<file path="src/design/fetch_pkg.sv">
// Fetch stage shared definitions
package fetch_pkg;

   // --------------------
   // sizes
   // --------------------
   localparam int PC_SZ        = 32;                  // program counter width
   localparam int INSTR_SZ     = 32;                  // every word is a 32 bit instruction
   localparam int IPCL         = 8;                   // instructions per cache line
   localparam int CL_LEN       = 32;                  // cache line length in bytes
   localparam int CL_SZ        = 5;                   // byte offset bits within a line
   localparam int LINE_BITS    = CL_LEN * 8;          // 256 bit line
   localparam int CNT_SZ       = $clog2(IPCL + 1);    // holds 0..IPCL

   localparam logic [PC_SZ-1:0] RESET_VECTOR = '0;

   // --------------------
   // payload types
   // --------------------
   typedef struct packed {
      logic [INSTR_SZ-1:0]   instruction;
      logic [PC_SZ-1:0]      pc;
      logic [PC_SZ-1:0]      predicted_addr;     // where fetch expects to go next
   } fetch_entry_t;

   // one predecoded line, slots 0..count-1 valid
   typedef struct packed {
      logic [CNT_SZ-1:0]        count;
      fetch_entry_t [IPCL-1:0]  slot;
   } line_write_t;

   // return address stack hint from the link registers
   typedef enum logic [1:0] {
      ras_none,
      ras_push,
      ras_pop,
      ras_pop_push
   } ras_op_t;

   typedef struct packed {
      logic                   ack;              // line is on the bus this cycle
      logic [LINE_BITS-1:0]   line;
   } icache_resp_t;

endpackage

</file>
<file path="src/design/return_stack.sv">
// Return address stack
`timescale 1ns/1ps

module return_stack
#(
   parameter int RAS_DEPTH = 8                          // power of two, pointer wraps
)
(
   input  logic                          clk_in,
   input  logic                          reset_in,
   input  logic                          line_valid,
   input  fetch_pkg::ras_op_t            op,
   input  logic [fetch_pkg::PC_SZ-1:0]   push_addr,
   output logic [fetch_pkg::PC_SZ-1:0]   top
);
   localparam int RP_SZ = $clog2(RAS_DEPTH);

   logic [RAS_DEPTH-1:0][fetch_pkg::PC_SZ-1:0]  ras;
   logic [RP_SZ-1:0]                            ras_ptr;    // next free slot
   logic [RP_SZ-1:0]                            top_ptr;

   assign top_ptr = ras_ptr - 1'b1;                    // most recent push
   assign top     = ras[top_ptr];

   always_ff @(posedge clk_in)
   begin
      if (reset_in)
      begin
         ras_ptr <= '0;
         ras     <= '0;
      end
      else if (line_valid)
      begin
         case (op)
            fetch_pkg::ras_push:
            begin
               ras[ras_ptr] <= push_addr;               // overwrites oldest on overflow
               ras_ptr      <= ras_ptr + 1'b1;
            end
            fetch_pkg::ras_pop:      ras_ptr <= top_ptr;
            fetch_pkg::ras_pop_push: ras[top_ptr] <= push_addr;    // replace top in place
            default: ;
         endcase
      end
   end

endmodule

</file>
<file path="config.mk">
export PLATFORM = sky130hd
export DESIGN_NAME = return_stack
export DESIGN_NICKNAME = d
export VERILOG_FILES = /design/src/design/fetch_pkg.sv /design/src/design/return_stack.sv
export SDC_FILE = /design/constraint.sdc
export NUM_CORES = 1
export LEC_CHECK = 0
export BUFFER_PORTS_ARGS = -buffer_cell sky130_fd_sc_hd__buf_2
export CORE_ASPECT_RATIO = 0.8
export CORE_MARGIN = 3
export CORE_UTILIZATION = 33
export CTS_CLUSTER_SIZE = 16
export DETAILED_ROUTE_END_ITERATION = 8
export PLACE_DENSITY = 0.45
export SYNTH_ARGS = -nofsm -noshare
export SYNTH_HDL_FRONTEND = slang
export SYNTH_SLANG_ARGS = --single-unit
</file>
<file path="constraint.sdc">
create_clock -name clk_in -period 3.3 [get_ports clk_in]
set_input_delay 0.33 -clock clk_in [delete_from_list [all_inputs] [get_ports clk_in]]
set_output_delay 0.33 -clock clk_in [all_outputs]
set_load 0.02 [all_outputs]
</file>
==> reports/results.txt <==
Root Buffer: clkbuf_16
Fillers: 3531
minimum hold slack: 0.190 ns
GRT overflow: 0
die area: 0.0400 sq mm
pwr/cell area: 521 mW/mm^2
post-route setup slack: 0.214 ns
async set-reset flop share out of synthesis: 0
Period minus WS final: 3.09 ns
Core Area: 0.0365 sq mm
Clock transition at path regs: 0.06 ns
H-tree levels: 1
Slew Viols, Final: 0
post-cts resize count: 0
clk_lat worst skew: 0.56 ns
leading area contributor after synthesis: dfxtp_1
slowest stage delay, CP: 0.62 ns
worst rel slew slack: 0.519
Initial Util: 0.340
crit path max-delay cell type: mux4_1
Worst Path Arrival: 2.76 ns
I/O Pins: 69
status: finished, final reports clean
die width: 223 microns
Die Y: 179 microns
WL final: 30.9 mm
vias in the first global route: 7984
sw power: 0.00184 W
antenna cells: 0
#FFs+latches synth: 259
gpl congestion: 0.675
crit path launch type: flop
critical path type: reg -> out
Setup TNS: 0 ns
Cells after Synth: 1088
fin nets: 1138
P_leak: 6.74 nW
DR pass1 iterations: 5
Main synth FF type: dfxtp_1
total number of vias: 7683
Clock Sinks: 259
combinational power share: 0.109
Rows: 62
via density per instance: 4.81
layout cells sized above 1: 0.209
first-pass GRT wire length: 48.6 mm
worst clock skew: 0.0125 ns
DRC: 0
RSZ-0062 raised after global routing: no
post-CTS setup buffers: 0
initial antenna violation count: 0
area delta synth->final: 13.7%
cell internal pwr: 0.00550 W
Worst Tran Pin Value: 0.721 ns
Design Area, Final: 0.0141 sq mm
crit path cell chain: inv_1, ha_4, xor2_4, buf_12, mux4_1, mux2_2, buf_2
Seq pwr share: 0.438
Synth top area share: 0.418
syn_area_per_cell: 11.4 sq um
Tot GR Track Use: 0.155
post-DP HPWL: 17.7 mm
initial DRC count: 345
clock tree buffer depth: 3
clock network power share: 0.453
CTS tree: done
Setup WS pre-CTS: 0.678 ns
worst min path class: in -> reg
Wirelength per Cell: 19.4 microns
mapped cell area: 0.0124 sq mm
Max Cap Viol: 0
part of the cycle the worst path needs: 0.935
largest net degree at the start of global routing: 66
peak supply drop: 0.254 mV
Synth area leaders: dfxtp_1 42%, mux2i_1 21%, nand2b_1 15%
CTS Hold Buffers Added: 0
Pwr Total: 0.00734 W
library cells used by synthesis: 34
crit-path max FO: 24
switching share of power: 0.251
Synthesized Nets: 1130
Ys Warns: 0
final setup fails: 0
most frequent cells after synthesis: 292 x nand2b_1, 259 x dfxtp_1, 257 x mux2i_1
Hold Vio Cnt, Final: 0
EDFF count, synth: 0
most numerous cell in the Yosys netlist: nand2b_1
PortBufs: 68
required time of the critical path: 2.97 ns
CP Capture Type: output port
sequential area share after synthesis: 0.418
FMAX: 0.324 GHz
Placed Area: 0.0131 sq mm
total CTS buffers: 28
post-route ant nets: 0
[layer usage]
| metal | share of wire | global-route usage | routed length (microns) | up-vias |
|---|---|---|---|---|
| met5 | 0 | 0 | 0 | - |
| met4 | 0.016 | 0.0262 | 508 | 0 |
| met3 | 0.027 | 0.0248 | 842 | 37 |
| met2 | 0.45 | 0.253 | 14000 | 95 |
| met1 | 0.50 | 0.221 | 15600 | 3816 |
| li1 | - | - | - | 3735 |
[sequential cells by signal (all words and copies together), names as in the netlist]
| name | cells |
|---|---|
| ras | 256 |
| ras_ptr | 3 |
[final timing paths]
kind	start	endpoint	slack (ns)	depth (start not counted)
worst max-delay path	ras_ptr[0]$_SDFFE_PP0P_	top[7]	0.21	7
worst min-delay path	reset_in	ras_ptr[2]$_SDFFE_PP0P_	0.19	2
worst max register to register	ras_ptr[0]$_SDFFE_PP0P_	ras[84]$_SDFFE_PP0P_	0.94	7
worst min register to register	ras[104]$_SDFFE_PP0P_	ras[104]$_SDFFE_PP0P_	0.47	2
[logic make-up (layout without fill, tap and decap cells)]
group | count (synthesis) | after routing | share of synthesized area
adders and majority gates | 5 | 5 | 0.00504
and+or+nand+nor | 353 | 353 | 0.169
muxes | 337 | 337 | 0.339
xor gates and xnor gates | 3 | 3 | 0.00424
AOI/OAI and AO/OA | 12 | 12 | 0.0121
DFF | 259 | 259 | 0.418
buffers and inverters | 119 | 148 | 0.0531
[placed cells by master, fill, tap and decap left out, types with 6 or more instances in the layout]
master and instances:
dfxtp_1 257, clkbuf_8 6, mux2_2 16, mux2i_1 257
nand2_1 50, buf_4 10, buf_2 67, clkinv_2 7
mux4_2 62, clkbuf_16 29, buf_12 14, nand2b_1 292
[critical path, delay by kind of cell (launching register included)]
family / cells / cell delay [ns]
xor gates and xnor gates: 1 / 0.19
adders and majority gates: 1 / 0.21
buffers and inverters: 3 / 0.51
DFF: 1 / 0.35
muxes: 2 / 0.91
[through the flow]
step                std cells   util
CTS                      1597  0.387
global placement         1546  0.360
floorplan                1088      -
detailed placement       1546  0.360
global route             1597  0.387
finish                   1597  0.387
[final cells by class]
type | instances | area [sq um] | share of cell area
Sequential cell | 259 | 5190 | 0.368
Multi-Input combinational cell | 710 | 6610 | 0.469
Inverter | 5 | 18.8 | 0.00133
Tap cell | 480 | 601 | 0.0426
Clock buffer | 37 | 816 | 0.0579
Timing Repair Buffer | 92 | 702 | 0.0498
Clock inverter | 14 | 164 | 0.0116
[power by group through the flow]
stage,Clock [W],Sequential [W],Combinational (W)
4_1_cts,0.00343,0.00322,0.000823
2_1_floorplan,0,0.00328,0.000564
5_1_grt,0.00355,0.00322,0.000864
3_3_place_gp,0,0.00329,0.000823
6_report,0.00332,0.00322,0.000801
3_5_place_dp,0,0.00329,0.000821
No activity file was read; power rests on OpenSTA's default activity.
