$ cat src/design/fetch_pkg.sv
// Fetch stage shared definitions
package fetch_pkg;

   // --------------------
   // sizes
   // --------------------
   localparam int PC_SZ        = 32;                  // program counter width
   localparam int INSTR_SZ     = 32;                  // every word is a 32 bit instruction
   localparam int IPCL         = 8;                   // instructions per cache line
   localparam int CL_LEN       = 32;                  // cache line length in bytes
   localparam int CL_SZ        = 5;                   // byte offset bits within a line
   localparam int LINE_BITS    = CL_LEN * 8;          // 256 bit line
   localparam int CNT_SZ       = $clog2(IPCL + 1);    // holds 0..IPCL

   localparam logic [PC_SZ-1:0] RESET_VECTOR = '0;

   // --------------------
   // payload types
   // --------------------
   typedef struct packed {
      logic [INSTR_SZ-1:0]   instruction;
      logic [PC_SZ-1:0]      pc;
      logic [PC_SZ-1:0]      predicted_addr;     // where fetch expects to go next
   } fetch_entry_t;

   // one predecoded line, slots 0..count-1 valid
   typedef struct packed {
      logic [CNT_SZ-1:0]        count;
      fetch_entry_t [IPCL-1:0]  slot;
   } line_write_t;

   // return address stack hint from the link registers
   typedef enum logic [1:0] {
      ras_none,
      ras_push,
      ras_pop,
      ras_pop_push
   } ras_op_t;

   typedef struct packed {
      logic                   ack;              // line is on the bus this cycle
      logic [LINE_BITS-1:0]   line;
   } icache_resp_t;

endpackage

$ cat src/design/line_requester.sv
// Cache line request control
`timescale 1ns/1ps

module line_requester
(
   input  logic                          clk_in,
   input  logic                          reset_in,
   input  logic                          pc_reload,
   input  logic [fetch_pkg::PC_SZ-1:0]   pc_reload_addr,
   input  logic                          queue_full,
   input  logic                          ic_ack,
   input  logic [fetch_pkg::PC_SZ-1:0]   next_line_pc,     // last prediction of this line
   output logic                          ic_req,
   output logic [fetch_pkg::PC_SZ-1:0]   pc,
   output logic                          line_valid
);
   typedef enum logic [1:0] {st_idle, st_ack, st_reload_ack} req_state_t;

   req_state_t                    state, next_state;
   logic [fetch_pkg::PC_SZ-1:0]   next_pc;
   logic [fetch_pkg::PC_SZ-1:0]   lpa;                 // last predicted address
   logic [fetch_pkg::PC_SZ-1:0]   reload_addr;
   logic                          reload_flag;         // reload seen, not yet fetched
   logic                          next_req;
   logic                          xfer;

   assign xfer = ic_req & ic_ack;                      // line moves this edge

   // stale lines are dropped until the reload line itself arrives
   assign line_valid = xfer & !pc_reload & (!reload_flag | (state == st_reload_ack));

   always_comb
   begin
      next_state = state;
      next_pc    = pc;
      next_req   = ic_req;
      case (state)
         st_idle:
         begin
            next_pc = reload_flag ? reload_addr : lpa;
            if (!queue_full && !pc_reload)
            begin
               next_req   = 1'b1;
               next_state = reload_flag ? st_reload_ack : st_ack;
            end
         end
         st_ack, st_reload_ack:
         begin
            if (xfer)
            begin
               next_req   = 1'b0;
               next_state = st_idle;
            end
            else if (pc_reload)
               next_state = st_ack;                    // request in flight is now old path
         end
         default: next_state = st_idle;
      endcase
   end

   always_ff @(posedge clk_in)
   begin
      if (reset_in)
      begin
         state       <= st_idle;
         ic_req      <= 1'b0;
         pc          <= fetch_pkg::RESET_VECTOR;
         lpa         <= fetch_pkg::RESET_VECTOR;
         reload_flag <= 1'b0;
      end
      else
      begin
         state  <= next_state;
         ic_req <= next_req;
         pc     <= next_pc;
         if (xfer)
            lpa <= next_line_pc;                       // continue from the line's last guess
         if (pc_reload)
            reload_flag <= 1'b1;                       // new reload wins over a clear
         else if (xfer && (state == st_reload_ack))
            reload_flag <= 1'b0;
      end
      if (pc_reload)
         reload_addr <= pc_reload_addr;
   end

endmodule

$ cat config.mk
export PLATFORM = sky130hd
export DESIGN_NAME = line_requester
export DESIGN_NICKNAME = d
export VERILOG_FILES = /design/src/design/fetch_pkg.sv /design/src/design/line_requester.sv
export SDC_FILE = /design/constraint.sdc
export NUM_CORES = 1
export LEC_CHECK = 0
export BUFFER_PORTS_ARGS = -buffer_cell sky130_fd_sc_hd__buf_2
export CAP_MARGIN = 20
export CORE_AREA = 2 2 90 92
export DETAILED_ROUTE_END_ITERATION = 16
export DIE_AREA = 0 0 92 94
export PLACE_DENSITY = 0.75
export SETUP_SLACK_MARGIN = 0.1
export SKIP_LAST_GASP = 1
export SYNTH_ARGS = -nofsm -noshare
export SYNTH_HDL_FRONTEND = slang
export SYNTH_SLANG_ARGS = --single-unit
$ cat constraint.sdc
create_clock -name clk_in -period 1.6 [get_ports clk_in]
set_input_delay 0.08 -clock clk_in [delete_from_list [all_inputs] [get_ports clk_in]]
set_output_delay 0.08 -clock clk_in [all_outputs]
set_load 0.005 [all_outputs]
==> impl_metrics.json <==
{
  "run_status": "finished clean",
  "powerDensity_mw_per_mm2": 1210,
  "core_area_mm2": 0.00761,
  "wl_mm": 9.00,
  "criticalPathCategory": "reg2out",
  "r2r_end": "state[0]$_SDFFE_PP0P_",
  "maxSlewHeadroom_pct": 74.1,
  "whs_ps": 69.5,
  "ant_nets": 0,
  "grt_use_met3_pct": 4.65,
  "placed_area_mm2": 0.00435,
  "clk_latency_ps": 350,
  "synth_top_area_share_pct": 36.8,
  "start_util_pct": 48.6,
  "die_w_um": 92,
  "end_kind": "primary output",
  "power_mw": 6.31,
  "hold_end": "lpa[7]$_SDFFE_PP0P_",
  "min_path_cells": 2,
  "grt_pass1_wl_mm": 14.2,
  "netlist.top_cell.by_area": "dfxtp_1",
  "period_minus_slack_ps": 1460,
  "diodes": 0,
  "syn_avg_cell_area_um2": 10.7,
  "grt_use_total_pct": 21.4,
  "rsz0062_at_grt": "no",
  "viasPerCell": 4.93,
  "busiest_layer": "met2",
  "htree_levels": 3,
  "syn_area_mm2": 0.00370,
  "fin_setup_tns_ps": 0,
  "grt_max_degree": 36,
  "setup.worst_path.start_class": "register",
  "ys_types": 22,
  "overflow": 0,
  "cts.clk_slew.worst_paths_ps": 90,
  "portBuffers": 102,
  "clock_tree.buffer_depth": 2,
  "die_area_mm2": 0.00865,
  "drtIter0Drc": 67,
  "final_max_slew_viol_count": 0,
  "syn_inst": 347,
  "maxCapViolations": 0,
  "syn_nets": 419,
  "synth_area_leaders": "dfxtp_1 37%, edfxtp_1 26%, mux2i_1 8.7%",
  "placementRows": 32,
  "fin_nets": 583,
  "post-route-period-util_pct": 91.3,
  "ys_seq_elements": 100,
  "grt_pass1_vias": 3031,
  "min_from": "reset_in",
  "syn_to_final_growth_pct": 41.0,
  "ff2ff_setup_slack_ps": 150,
  "final_cell_mix": "102 x buf_2, 70 x nand2_1, 65 x dfxtp_1",
  "cts_sinks": 100,
  "cts_root_buffer": "clkbuf_8",
  "drc": 0,
  "crit_fanout": 3,
  "leakage_nw": 2.13,
  "drive_gt1_share_pct": 26.6,
  "worstPathArrival_ps": 1380,
  "grt_util_met2_pct": 36.0,
  "crit_required_ps": 1520,
  "hp-class": "in2reg",
  "antenna_found_initial": 0,
  "dp_hpwl_mm": 5.35,
  "vias": 3046,
  "r2r_start": "state[0]$_SDFFE_PP0P_",
  "cts_tree": "built",
  "ir_worst_vdd_mv": 0.724,
  "fin_area_mm2": 0.00521,
  "tightest_slew_ps": 389,
  "reg2reg_depth": 6,
  "die_h_um": 94,
  "drtPass1Iterations": 4,
  "wire_per_inst_um": 14.6,
  "ios": 103,
  "numCtsBuffers": 9,
  "setup_violations": 0,
  "use_met1_pct": 25.8,
  "finClkSkew_ps": 7.30,
  "ys_seq_area_share_pct": 62.8,
  "timing.fmax_ghz": 0.684,
  "cts_setup_buffers": 0,
  "final_common_cell": "buf_2",
  "finalHoldViolCount": 0,
  "synth_warnings": 0,
  "routabilityCongestion": 0.781
}
cells in the mapped netlist:
cell type and count:
dfxtp_1 68, ha_1 3, or3_1 2, nor3_1 1, o21ai_2 1, a21oi_1 36, a22oi_1 1, buf_1 4
o21ai_0 2, nand2_1 70, o31ai_1 1, buf_4 4, inv_1 2, mux2i_1 32, edfxtp_1 32, nand2b_1 1
a211oi_1 32, and2_1 1, clkbuf_1 11, nor2_1 34, buf_2 7, nor2b_1 2
logic make-up after synthesis:
group                      synth area share (%)
and+or+nand+nor                            11.7
DFF                                        62.8
AOI/OAI and AO/OA                          12.3
muxes                                      8.67
buffers and inverters                      3.49
adders and majority gates                  1.02
flip-flops by register name (all words and copies together), names as in the netlist:
name,flops
pc,32
reload_addr,32
ic_req,1
lpa,32
reload_flag,1
state,2
cell type report:
cell class / instances / area (µm²)
repair buffers: 179 / 1290
flip-flops and latches: 100 / 2330
well taps: 102 / 128
inverters: 2 / 7.51
clock inverters: 4 / 50.0
clock buffers: 12 / 145
fillers: 572 / 2390
multi-input cells: 219 / 1270
through the flow:
step	utilization (%)	setup WS, ps	instances
finish	68.5	139	618
global placement	57.2	224	538
CTS	68.2	128	618
floorplan	-	207	347
detailed placement	57.2	136	538
global route	68.5	81.6	618
critical path: stages, from the launching register on:
cell and delay, ps:
dfxtp_2 340, inv_1 110, ha_1 190, nor2b_1 50, nor3_1 170, buf_2 160
worst max-delay path by stage:
stage	end	from	slack [ps]	depth (start not counted)
floorplan	state[0]$_SDFFE_PP0P_	state[0]$_SDFFE_PP0P_	210	6
global placement	state[1]$_SDFFE_PP0P_	state[0]$_SDFFE_PP0P_	220	6
detailed placement	state[0]$_SDFFE_PP0P_	state[0]$_SDFFE_PP0P_	140	6
CTS	state[1]$_SDFFE_PP0P_	state[0]$_SDFFE_PP0P_	130	6
global route	state[0]$_SDFFE_PP0P_	state[0]$_SDFFE_PP0P_	80	6
finish	line_valid	state[0]$_SDFFE_PP0P_	140	5
what timing repair did:
action | 4_1_cts | 5_1_grt
hold buffers | 64 | 0
gates resized for setup | 0 | 6
setup endpoints to repair | 0 | 9
endpoints found under the hold margin | 64 | 0
power by group:
| group | internal, mW | switching [mW] |
|---|---|---|
| Combinational | 0.737 | 0.811 |
| Sequential | 3.00 | 0.189 |
| Clock | 0.765 | 0.803 |
| Total | 4.50 | 1.80 |
metal layers:
metal,wire (µm),up-vias
li1,-,1531
met1,3760,1385
met2,4480,98
met3,447,32
met4,311,0
met5,0,-
(Power assumes the default switching activity.)
